===== config.mk =====
export PLATFORM = sky130hd
export DESIGN_NAME = dcache_top
export DESIGN_NICKNAME = d
export VERILOG_FILES = /design/src/dcache_pkg.sv /design/src/replay_fifo.sv /design/src/dcache_pipe.sv /design/src/miss_engine.sv /design/src/dcache_top.sv
export VERILOG_INCLUDE_DIRS = /design/src
export SDC_FILE = /design/constraint.sdc
export NUM_CORES = 2
export LEC_CHECK = 0
export ABC_AREA = 1
export ABC_CLOCK_PERIOD_IN_PS = 12300
export BUFFER_PORTS_ARGS = -buffer_cell sky130_fd_sc_hd__buf_4
export CAP_MARGIN = 20
export CORE_MARGIN = 2
export CORE_UTILIZATION = 49
export DETAILED_ROUTE_END_ITERATION = 6
export PLACE_DENSITY = 0.66
export SYNTH_ARGS = -nofsm -noshare
export SYNTH_HDL_FRONTEND = slang
export SYNTH_SLANG_ARGS = --single-unit

===== constraint.sdc =====
create_clock -name clk_i -period 12.3 [get_ports clk_i]
set_input_delay 2.46 -clock clk_i [delete_from_list [all_inputs] [get_ports clk_i]]
set_output_delay 2.46 -clock clk_i [all_outputs]
set_load 0.1 [all_outputs]

===== src/dcache_consts.svh =====
`ifndef DCACHE_CONSTS_SVH
`define DCACHE_CONSTS_SVH

`default_nettype none

// Physical address width in bits
`define DC_PADDR_W 16

// One doubleword per line
`define DC_DWORD_W 64

// Direct mapped line count
`define DC_SETS 16

// Replay FIFO entries, power of two
`define DC_FIFO_DEPTH 8

`default_nettype wire

`endif


===== src/dcache_pkg.sv =====
`include "dcache_consts.svh"
`default_nettype none

package dcache_pkg;

  typedef logic [`DC_PADDR_W-1:0] paddr_t;
  typedef logic [`DC_DWORD_W-1:0] dword_t;
  typedef logic [$clog2(`DC_SETS)-1:0] dc_index_t;
  typedef logic [`DC_PADDR_W-$clog2(`DC_SETS)-$clog2(`DC_DWORD_W/8)-1:0] dc_tag_t;

  // Extra wrap bit above the slot bits
  typedef logic [$clog2(`DC_FIFO_DEPTH):0] fifo_ptr_t;

  typedef enum logic {e_dcache_ld, e_dcache_sd} dcache_op_e;
  typedef enum logic {e_mem_rd, e_mem_wr} mem_op_e;
  typedef enum logic [1:0] {e_idle, e_send, e_wait_rev} me_state_e;

  typedef struct packed {
    dcache_op_e op;
    paddr_t     paddr;
    dword_t     data;
  } dcache_pkt_s;

  // Same layout in both directions
  typedef struct packed {
    mem_op_e op;
    paddr_t  paddr;
  } mem_hdr_s;

  typedef struct packed {
    logic        v;
    dcache_pkt_s pkt;
  } miss_req_s;

  typedef struct packed {
    logic      v;
    dc_index_t index;
    dc_tag_t   tag;
    dword_t    data;
  } fill_s;

  function automatic dc_index_t dc_index(paddr_t paddr);
    return paddr[$clog2(`DC_DWORD_W/8) +: $bits(dc_index_t)];
  endfunction

  function automatic dc_tag_t dc_tag(paddr_t paddr);
    return paddr[`DC_PADDR_W-1 -: $bits(dc_tag_t)];
  endfunction

endpackage

`default_nettype wire


===== src/replay_fifo.sv =====
`timescale 1ns/1ps
`include "dcache_consts.svh"
`default_nettype none

module replay_fifo
  ( input  wire                          clk_i
  , input  wire                          rst_n_i

  , input  wire dcache_pkg::dcache_pkt_s pkt_i
  , input  wire                          v_i
  , output logic                         ready_o

  , output dcache_pkg::dcache_pkt_s      pkt_o
  , output logic                         v_o
  , input  wire                          yumi_i

  , input  wire                          retire_i
  , input  wire                          roll_i
  );

  localparam int PtrW = $clog2(`DC_FIFO_DEPTH);

  dcache_pkg::dcache_pkt_s mem_q [`DC_FIFO_DEPTH];

  dcache_pkg::fifo_ptr_t wr_ptr_q;
  dcache_pkg::fifo_ptr_t rd_ptr_q;
  dcache_pkg::fifo_ptr_t ret_ptr_q;

  logic full;
  logic enq;

  // Space is only freed once an entry retires, not when it is read
  assign full = (wr_ptr_q[PtrW] != ret_ptr_q[PtrW])
             && (wr_ptr_q[PtrW-1:0] == ret_ptr_q[PtrW-1:0]);

  assign ready_o = ~full;
  assign enq     = v_i & ~full;

  // Entries between read and write pointers are still to be issued
  assign v_o   = (rd_ptr_q != wr_ptr_q);
  assign pkt_o = mem_q[rd_ptr_q[PtrW-1:0]];

  always_ff @(posedge clk_i)
  begin
    if (enq)
      mem_q[wr_ptr_q[PtrW-1:0]] <= pkt_i;
  end

  always_ff @(posedge clk_i)
  begin
    if (!rst_n_i)
    begin
      wr_ptr_q  <= '0;
      rd_ptr_q  <= '0;
      ret_ptr_q <= '0;
    end
    else
    begin
      if (enq)
        wr_ptr_q <= wr_ptr_q + 1'b1;

      if (retire_i)
        ret_ptr_q <= ret_ptr_q + 1'b1;

      // Rewind so the oldest unretired entry issues again
      if (roll_i)
        rd_ptr_q <= ret_ptr_q;
      else if (yumi_i)
        rd_ptr_q <= rd_ptr_q + 1'b1;
    end
  end

endmodule

`default_nettype wire


===== src/dcache_pipe.sv =====
`timescale 1ns/1ps
`include "dcache_consts.svh"
`default_nettype none

module dcache_pipe
  ( input  wire                          clk_i
  , input  wire                          rst_n_i

  , input  wire dcache_pkg::dcache_pkt_s pkt_i
  , input  wire                          v_i
  , output logic                         ready_o
  , output logic                         yumi_o

  , output logic                         retire_o
  , output logic                         roll_o

  , output dcache_pkg::dword_t           data_o
  , output logic                         v_o

  , output dcache_pkg::miss_req_s        miss_req_o
  , input  wire                          busy_i
  , input  wire dcache_pkg::fill_s       fill_i
  );

  logic [`DC_SETS-1:0] valid_q;
  dcache_pkg::dc_tag_t tag_mem [`DC_SETS];
  dcache_pkg::dword_t  data_mem [`DC_SETS];

  logic                    s1_v_q;
  dcache_pkg::dcache_pkt_s s1_pkt_q;
  dcache_pkg::dc_index_t   s1_index;

  logic                    s2_v_q;
  dcache_pkg::dcache_pkt_s s2_pkt_q;
  logic                    s2_line_v_q;
  dcache_pkg::dc_tag_t     s2_tag_q;
  dcache_pkg::dword_t      s2_data_q;
  dcache_pkg::dc_index_t   s2_index;

  logic s2_is_ld;
  logic s2_hit;
  logic engine_free;
  logic ld_done;
  logic st_done;
  logic done;

  logic                  fill_we;
  logic                  st_we;
  logic                  wr_en;
  logic                  bypass;
  dcache_pkg::dc_index_t wr_index;
  dcache_pkg::dword_t    wr_data;

  assign s1_index = dcache_pkg::dc_index(s1_pkt_q.paddr);
  assign s2_index = dcache_pkg::dc_index(s2_pkt_q.paddr);

  assign s2_is_ld = (s2_pkt_q.op == dcache_pkg::e_dcache_ld);
  assign s2_hit   = s2_line_v_q && (s2_tag_q == dcache_pkg::dc_tag(s2_pkt_q.paddr));

  // The fill cycle has busy low but still owns the array write port
  assign engine_free = ~busy_i & ~fill_i.v;

  assign ld_done = s2_v_q & s2_is_ld & s2_hit;
  assign st_done = s2_v_q & ~s2_is_ld & engine_free;
  assign done    = ld_done | st_done;

  assign v_o      = done;
  assign retire_o = done;
  assign roll_o   = s2_v_q & ~done;
  assign data_o   = s2_is_ld ? s2_data_q : s2_pkt_q.data;

  assign ready_o = ~busy_i;
  assign yumi_o  = v_i & ready_o & ~roll_o;

  // Stores always write through, loads ask only on a miss
  assign miss_req_o.v   = s2_v_q & engine_free & (~s2_is_ld | ~s2_hit);
  assign miss_req_o.pkt = s2_pkt_q;

  assign fill_we  = fill_i.v;
  assign st_we    = st_done & s2_hit;
  assign wr_en    = fill_we | st_we;
  assign wr_index = fill_we ? fill_i.index : s2_index;
  assign wr_data  = fill_we ? fill_i.data : s2_pkt_q.data;
  assign bypass   = wr_en && (wr_index == s1_index);

  always_ff @(posedge clk_i)
  begin
    if (!rst_n_i)
    begin
      s1_v_q  <= 1'b0;
      s2_v_q  <= 1'b0;
      valid_q <= '0;
    end
    else
    begin
      s1_v_q <= yumi_o;
      s2_v_q <= s1_v_q & ~roll_o;
      if (fill_we)
        valid_q[wr_index] <= 1'b1;
    end
  end

  always_ff @(posedge clk_i)
  begin
    if (yumi_o)
      s1_pkt_q <= pkt_i;
    s2_pkt_q <= s1_pkt_q;

    // Forward a same-cycle write so stage 2 never sees a stale line
    if (bypass && fill_we)
    begin
      s2_line_v_q <= 1'b1;
      s2_tag_q    <= fill_i.tag;
    end
    else
    begin
      s2_line_v_q <= valid_q[s1_index];
      s2_tag_q    <= tag_mem[s1_index];
    end
    s2_data_q <= bypass ? wr_data : data_mem[s1_index];
  end

  always_ff @(posedge clk_i)
  begin
    if (wr_en)
      data_mem[wr_index] <= wr_data;
    if (fill_we)
      tag_mem[wr_index] <= fill_i.tag;
  end

endmodule

`default_nettype wire


===== src/miss_engine.sv =====
`timescale 1ns/1ps
`default_nettype none

module miss_engine
  ( input  wire                        clk_i
  , input  wire                        rst_n_i

  , input  wire dcache_pkg::miss_req_s miss_req_i
  , output logic                       busy_o
  , output dcache_pkg::fill_s          fill_o

  , output dcache_pkg::mem_hdr_s       mem_fwd_o
  , output dcache_pkg::dword_t         mem_fwd_data_o
  , output logic                       mem_fwd_v_o
  , input  wire                        mem_fwd_ready_and_i

  , input  wire dcache_pkg::mem_hdr_s  mem_rev_i
  , input  wire dcache_pkg::dword_t    mem_rev_data_i
  , input  wire                        mem_rev_v_i
  , output logic                       mem_rev_ready_and_o
  );

  dcache_pkg::me_state_e   state_q;
  dcache_pkg::me_state_e   state_d;
  dcache_pkg::dcache_pkt_s req_q;

  logic                 fill_v_q;
  dcache_pkg::mem_hdr_s fill_hdr_q;
  dcache_pkg::dword_t   fill_data_q;

  logic take_req;
  logic rev_done;

  assign take_req = (state_q == dcache_pkg::e_idle) & miss_req_i.v;
  assign rev_done = (state_q == dcache_pkg::e_wait_rev) & mem_rev_v_i & mem_rev_ready_and_o;

  always_comb
  begin
    state_d = state_q;
    unique case (state_q)
      dcache_pkg::e_idle:
        if (miss_req_i.v)
          state_d = dcache_pkg::e_send;
      dcache_pkg::e_send:
        if (mem_fwd_ready_and_i)
          state_d = dcache_pkg::e_wait_rev;
      dcache_pkg::e_wait_rev:
        if (mem_rev_v_i)
          state_d = dcache_pkg::e_idle;
      default:
        state_d = dcache_pkg::e_idle;
    endcase
  end

  always_ff @(posedge clk_i)
  begin
    if (!rst_n_i)
    begin
      state_q  <= dcache_pkg::e_idle;
      fill_v_q <= 1'b0;
    end
    else
    begin
      state_q  <= state_d;
      // Write acks carry nothing for the arrays
      fill_v_q <= rev_done & (mem_rev_i.op == dcache_pkg::e_mem_rd);
    end
  end

  always_ff @(posedge clk_i)
  begin
    if (take_req)
      req_q <= miss_req_i.pkt;
    if (rev_done)
    begin
      fill_hdr_q  <= mem_rev_i;
      fill_data_q <= mem_rev_data_i;
    end
  end

  assign busy_o = (state_q != dcache_pkg::e_idle);

  assign mem_fwd_v_o     = (state_q == dcache_pkg::e_send);
  assign mem_fwd_o.op    = (req_q.op == dcache_pkg::e_dcache_sd) ? dcache_pkg::e_mem_wr
                                                                 : dcache_pkg::e_mem_rd;
  assign mem_fwd_o.paddr = req_q.paddr;
  assign mem_fwd_data_o  = req_q.data;

  // A reply cannot precede its request
  assign mem_rev_ready_and_o = (state_q != dcache_pkg::e_send);

  assign fill_o.v     = fill_v_q;
  assign fill_o.index = dcache_pkg::dc_index(fill_hdr_q.paddr);
  assign fill_o.tag   = dcache_pkg::dc_tag(fill_hdr_q.paddr);
  assign fill_o.data  = fill_data_q;

endmodule

`default_nettype wire


===== src/dcache_top.sv =====
`timescale 1ns/1ps
`default_nettype none

module dcache_top
  ( input  wire                          clk_i
  , input  wire                          rst_n_i

  , input  wire dcache_pkg::dcache_pkt_s dcache_pkt_i
  , input  wire                          v_i
  , output logic                         ready_o

  , output dcache_pkg::dword_t           data_o
  , output logic                         v_o

  , output dcache_pkg::mem_hdr_s         mem_fwd_o
  , output dcache_pkg::dword_t           mem_fwd_data_o
  , output logic                         mem_fwd_v_o
  , input  wire                          mem_fwd_ready_and_i

  , input  wire dcache_pkg::mem_hdr_s    mem_rev_i
  , input  wire dcache_pkg::dword_t      mem_rev_data_i
  , input  wire                          mem_rev_v_i
  , output logic                         mem_rev_ready_and_o
  );

  dcache_pkg::dcache_pkt_s rolly_pkt;
  logic                    rolly_v;
  logic                    rolly_yumi;
  logic                    retire;
  logic                    rollback;

  dcache_pkg::miss_req_s   miss_req;
  logic                    miss_busy;
  dcache_pkg::fill_s       fill;

  replay_fifo rolly
    ( .clk_i    (clk_i)
    , .rst_n_i  (rst_n_i)
    , .pkt_i    (dcache_pkt_i)
    , .v_i      (v_i)
    , .ready_o  (ready_o)
    , .pkt_o    (rolly_pkt)
    , .v_o      (rolly_v)
    , .yumi_i   (rolly_yumi)
    , .retire_i (retire)
    , .roll_i   (rollback)
    );

  // Readiness is already folded into yumi
  dcache_pipe dcache
    ( .clk_i      (clk_i)
    , .rst_n_i    (rst_n_i)
    , .pkt_i      (rolly_pkt)
    , .v_i        (rolly_v)
    , .ready_o    ()
    , .yumi_o     (rolly_yumi)
    , .retire_o   (retire)
    , .roll_o     (rollback)
    , .data_o     (data_o)
    , .v_o        (v_o)
    , .miss_req_o (miss_req)
    , .busy_i     (miss_busy)
    , .fill_i     (fill)
    );

  miss_engine uce
    ( .clk_i               (clk_i)
    , .rst_n_i             (rst_n_i)
    , .miss_req_i          (miss_req)
    , .busy_o              (miss_busy)
    , .fill_o              (fill)
    , .mem_fwd_o           (mem_fwd_o)
    , .mem_fwd_data_o      (mem_fwd_data_o)
    , .mem_fwd_v_o         (mem_fwd_v_o)
    , .mem_fwd_ready_and_i (mem_fwd_ready_and_i)
    , .mem_rev_i           (mem_rev_i)
    , .mem_rev_data_i      (mem_rev_data_i)
    , .mem_rev_v_i         (mem_rev_v_i)
    , .mem_rev_ready_and_o (mem_rev_ready_and_o)
    );

endmodule

`default_nettype wire


==> impl_metrics.json <==
{
  "cts.sinks": 2170,
  "cp.arrival_ns": 5.46,
  "ctsResizeCount": 0,
  "grt_max_degree": 241,
  "postCtsHoldBufs": 0,
  "die_height_um": 414,
  "post_cts_buffers": 0,
  "io_buffers": 312,
  "htreeDepth": 4,
  "setup-tns-final_ns": 0,
  "drtIter0Drc": 5568,
  "rsz0062_at_grt": "no",
  "skew_ns": 0.0582,
  "synthAdderAreaFrac_pct": 0.0457,
  "cpMostUsedCell": "buf_4",
  "start_kind": "flop",
  "route.detailed.drc": 0,
  "setup_viol": 0,
  "crit_slowest_cell": "buf_4",
  "clkLatencyLatePin_ns": 0.89,
  "crit_chain": "buf_4, buf_4, buf_4, o21ai_0, o22ai_1, nor2_1, nor2_1, o21ai_0, a31oi_1, buf_4",
  "drt_wl_total_um": 221000,
  "timing.critical_path.buf_inv": 4,
  "cts_root_buf": "clkbuf_16",
  "p_total_uw": 24100,
  "start_util_pct": 49.3,
  "synth_compound_area_share_pct": 10.6,
  "synth_xor_area_share_pct": 0.117,
  "clk_pin_slew_worst_paths_ns": 0.06,
  "fp.coreArea_um2": 167000,
  "hpwl_um": 120000,
  "cp_slowest_stage_delay_ns": 0.81,
  "p_leak_uw": 0.0313,
  "power_density_nw_per_um2": 257,
  "synth_flop_cell": "edfxtp_1",
  "grt-ovfl-total": 0,
  "status": "completed",
  "min_period_ns": 7.92,
  "synth_cell_types": 37,
  "viasPerCell": 5.89,
  "worst_pin_slew_ns": 1.28,
  "cp-end-kind": "output port",
  "async_flop_share_pct": 0,
  "gp_congestion": 0.847,
  "wl_per_cell_um": 25.4,
  "syn_to_final_growth_pct": 14.3,
  "min-delay-path-class": "reg2reg",
  "fill_cells": 13000,
  "layout-drive-gt1-share_pct": 12.4,
  "cts_tree": "done",
  "synth_seq_cells": 2170,
  "fmax_mhz": 126,
  "netlist_instances": 6062,
  "yosys_warnings": 0,
  "synth_top_area_share_pct": 75.1,
  "fin_nets": 6490,
  "vias": 51300,
  "synth_nets": 6232,
  "drt-pass1-iter-count": 6,
  "criticalPathCategory": "reg2out",
  "track_usage_pct": 25.6,
  "slew_viol_final": 0,
  "synth_simple_gate_area_share_pct": 8.61,
  "ant_nets": 0,
  "cts.path.max_buffers": 3,
  "hold_violations": 0,
  "antenna_found_initial": 24,
  "io_pins": 316,
  "synth_top_cell_by_area": "edfxtp_1",
  "synth-edff-count": 2055,
  "synth_area_leaders": "edfxtp_1 75%, nor2_1 5.9%, o21ai_0 5.6%",
  "cp_top_family": "buffers and inverters",
  "grt_first_pass_wirelength_um": 321000,
  "seq_area_frac_synth_pct": 77.9,
  "cts_buffers": 211,
  "worstPathRequired_ns": 9.84,
  "rows": 150,
  "syn_area_per_cell_um2": 13.6,
  "post-route-period-util_pct": 64.4,
  "drv_cap": 0,
  "yosys.cell_count.top_type": "edfxtp_1",
  "path_max_fanout": 97,
  "die_x_um": 414,
  "peakVddDrop_uv": 228,
  "synth_common_cells": "2,055 x edfxtp_1, 1,303 x nor2_1, 913 x o21ai_0, 319 x clkbuf_1, 318 x nand2_1",
  "dieArea_um2": 171000,
  "synth_top_family_by_area": "compound AO/OA/AOI/OAI gates",
  "grt_pass1_vias": 48700,
  "syn-cell-area_um2": 82200,
  "synth.area.mux_share_pct": 0,
  "slew_headroom_pct": 14.7
}
per-stage QoR:
| stage | setup slack, ns | hold WS, ns | std cells | utilization [%] | instance area (um2) |
|---|---|---|---|---|---|
| 2_1_floorplan | 5.54 | 0.323 | 6062 | - | 82200 |
| 3_3_place_gp | 5.36 | 0.323 | 8294 | 52.0 | 86800 |
| 3_5_place_dp | 5.36 | 0.327 | 8307 | 52.1 | 86900 |
| 4_1_cts | 4.42 | 0.323 | 8702 | 56.3 | 93900 |
| 5_1_grt | 4.16 | 0.333 | 8707 | 56.3 | 93900 |
| 6_report | 4.38 | 0.323 | 8711 | 56.3 | 93900 |
worst paths after layout:
check,from,end,slack (ns),depth (start not counted)
setup / recovery,dcache.miss_req_o[67],data_o[1],4.38,10
hold / removal,dcache.s1_pkt_q[77],dcache.miss_req_o[77],0.32,0
setup reg to reg,dcache.miss_req_o[67],dcache.data_mem[14][24],6.15,17
hold reg to reg,dcache.s1_pkt_q[77],dcache.miss_req_o[77],0.32,0
power breakdown:
group          total (uW)  internal [uW]  switching (uW)
Combinational        8000           1780            6220
Clock                6330           3550            2790
Sequential           9780           9210             573
Total               24100          14500            9580
sequential cells by signal, summed over array words and instances, names as in the netlist, 13 cells and up:
name / cells
dcache.data_mem: 1024
rolly.mem_q: 648
dcache.tag_mem: 144
dcache.miss_req_o: 81
dcache.s1_pkt_q: 77
uce.fill_data_q: 64
uce.mem_fwd_data_o: 64
dcache.valid_q: 16
uce.mem_fwd_o: 16
uce.fill_o: 13
metal layers:
metal	up-vias	part of all wire, %	GRT usage (%)
li1	22900	-	-
met1	25500	39	34.7
met2	2471	46	39.7
met3	458	9.6	5.45
met4	22	4.9	12.0
met5	-	0.068	0
cells by family after synthesis:
logic type	after synthesis
compound gates	1501
xor+xnor	11
flops	2170
fa+ha+maj	3
simple gates	1810
buf+inv	567
placed cells by master, fill, tap and decap left out, drive strengths merged:
cell,count
diode,5
o21a,16
xnor2,5
clkbuf,293
nand4,1
nor2,1318
a2111oi,1
o311ai,1
a21oi,10
o221ai,184
dfxtp,115
a22oi,34
clkinv,81
nor4,1
o22ai,158
ha,3
nand3,164
o2111ai,1
a31oi,146
o21ai,945
nand2,319
xor2,6
or2,3
nor3,1
edfxtp,2055
o211ai,5
nand3b,3
bufinv,11
clkinvlp,5
buf,447
inv,170
area by class of cell:
type / instances / area (um2) / share of cell area (%)
clock inverters: 102 / 1130 / 1.20
inverters: 165 / 659 / 0.702
diodes: 5 / 12.5 / 0.0133
well taps: 2204 / 2760 / 2.94
repair buffers: 447 / 3450 / 3.67
flip-flops and latches: 2170 / 64000 / 68.2
clock buffers: 293 / 5780 / 6.15
multi-input cells: 3325 / 16100 / 17.2
Power figures use the tool's default switching activity.
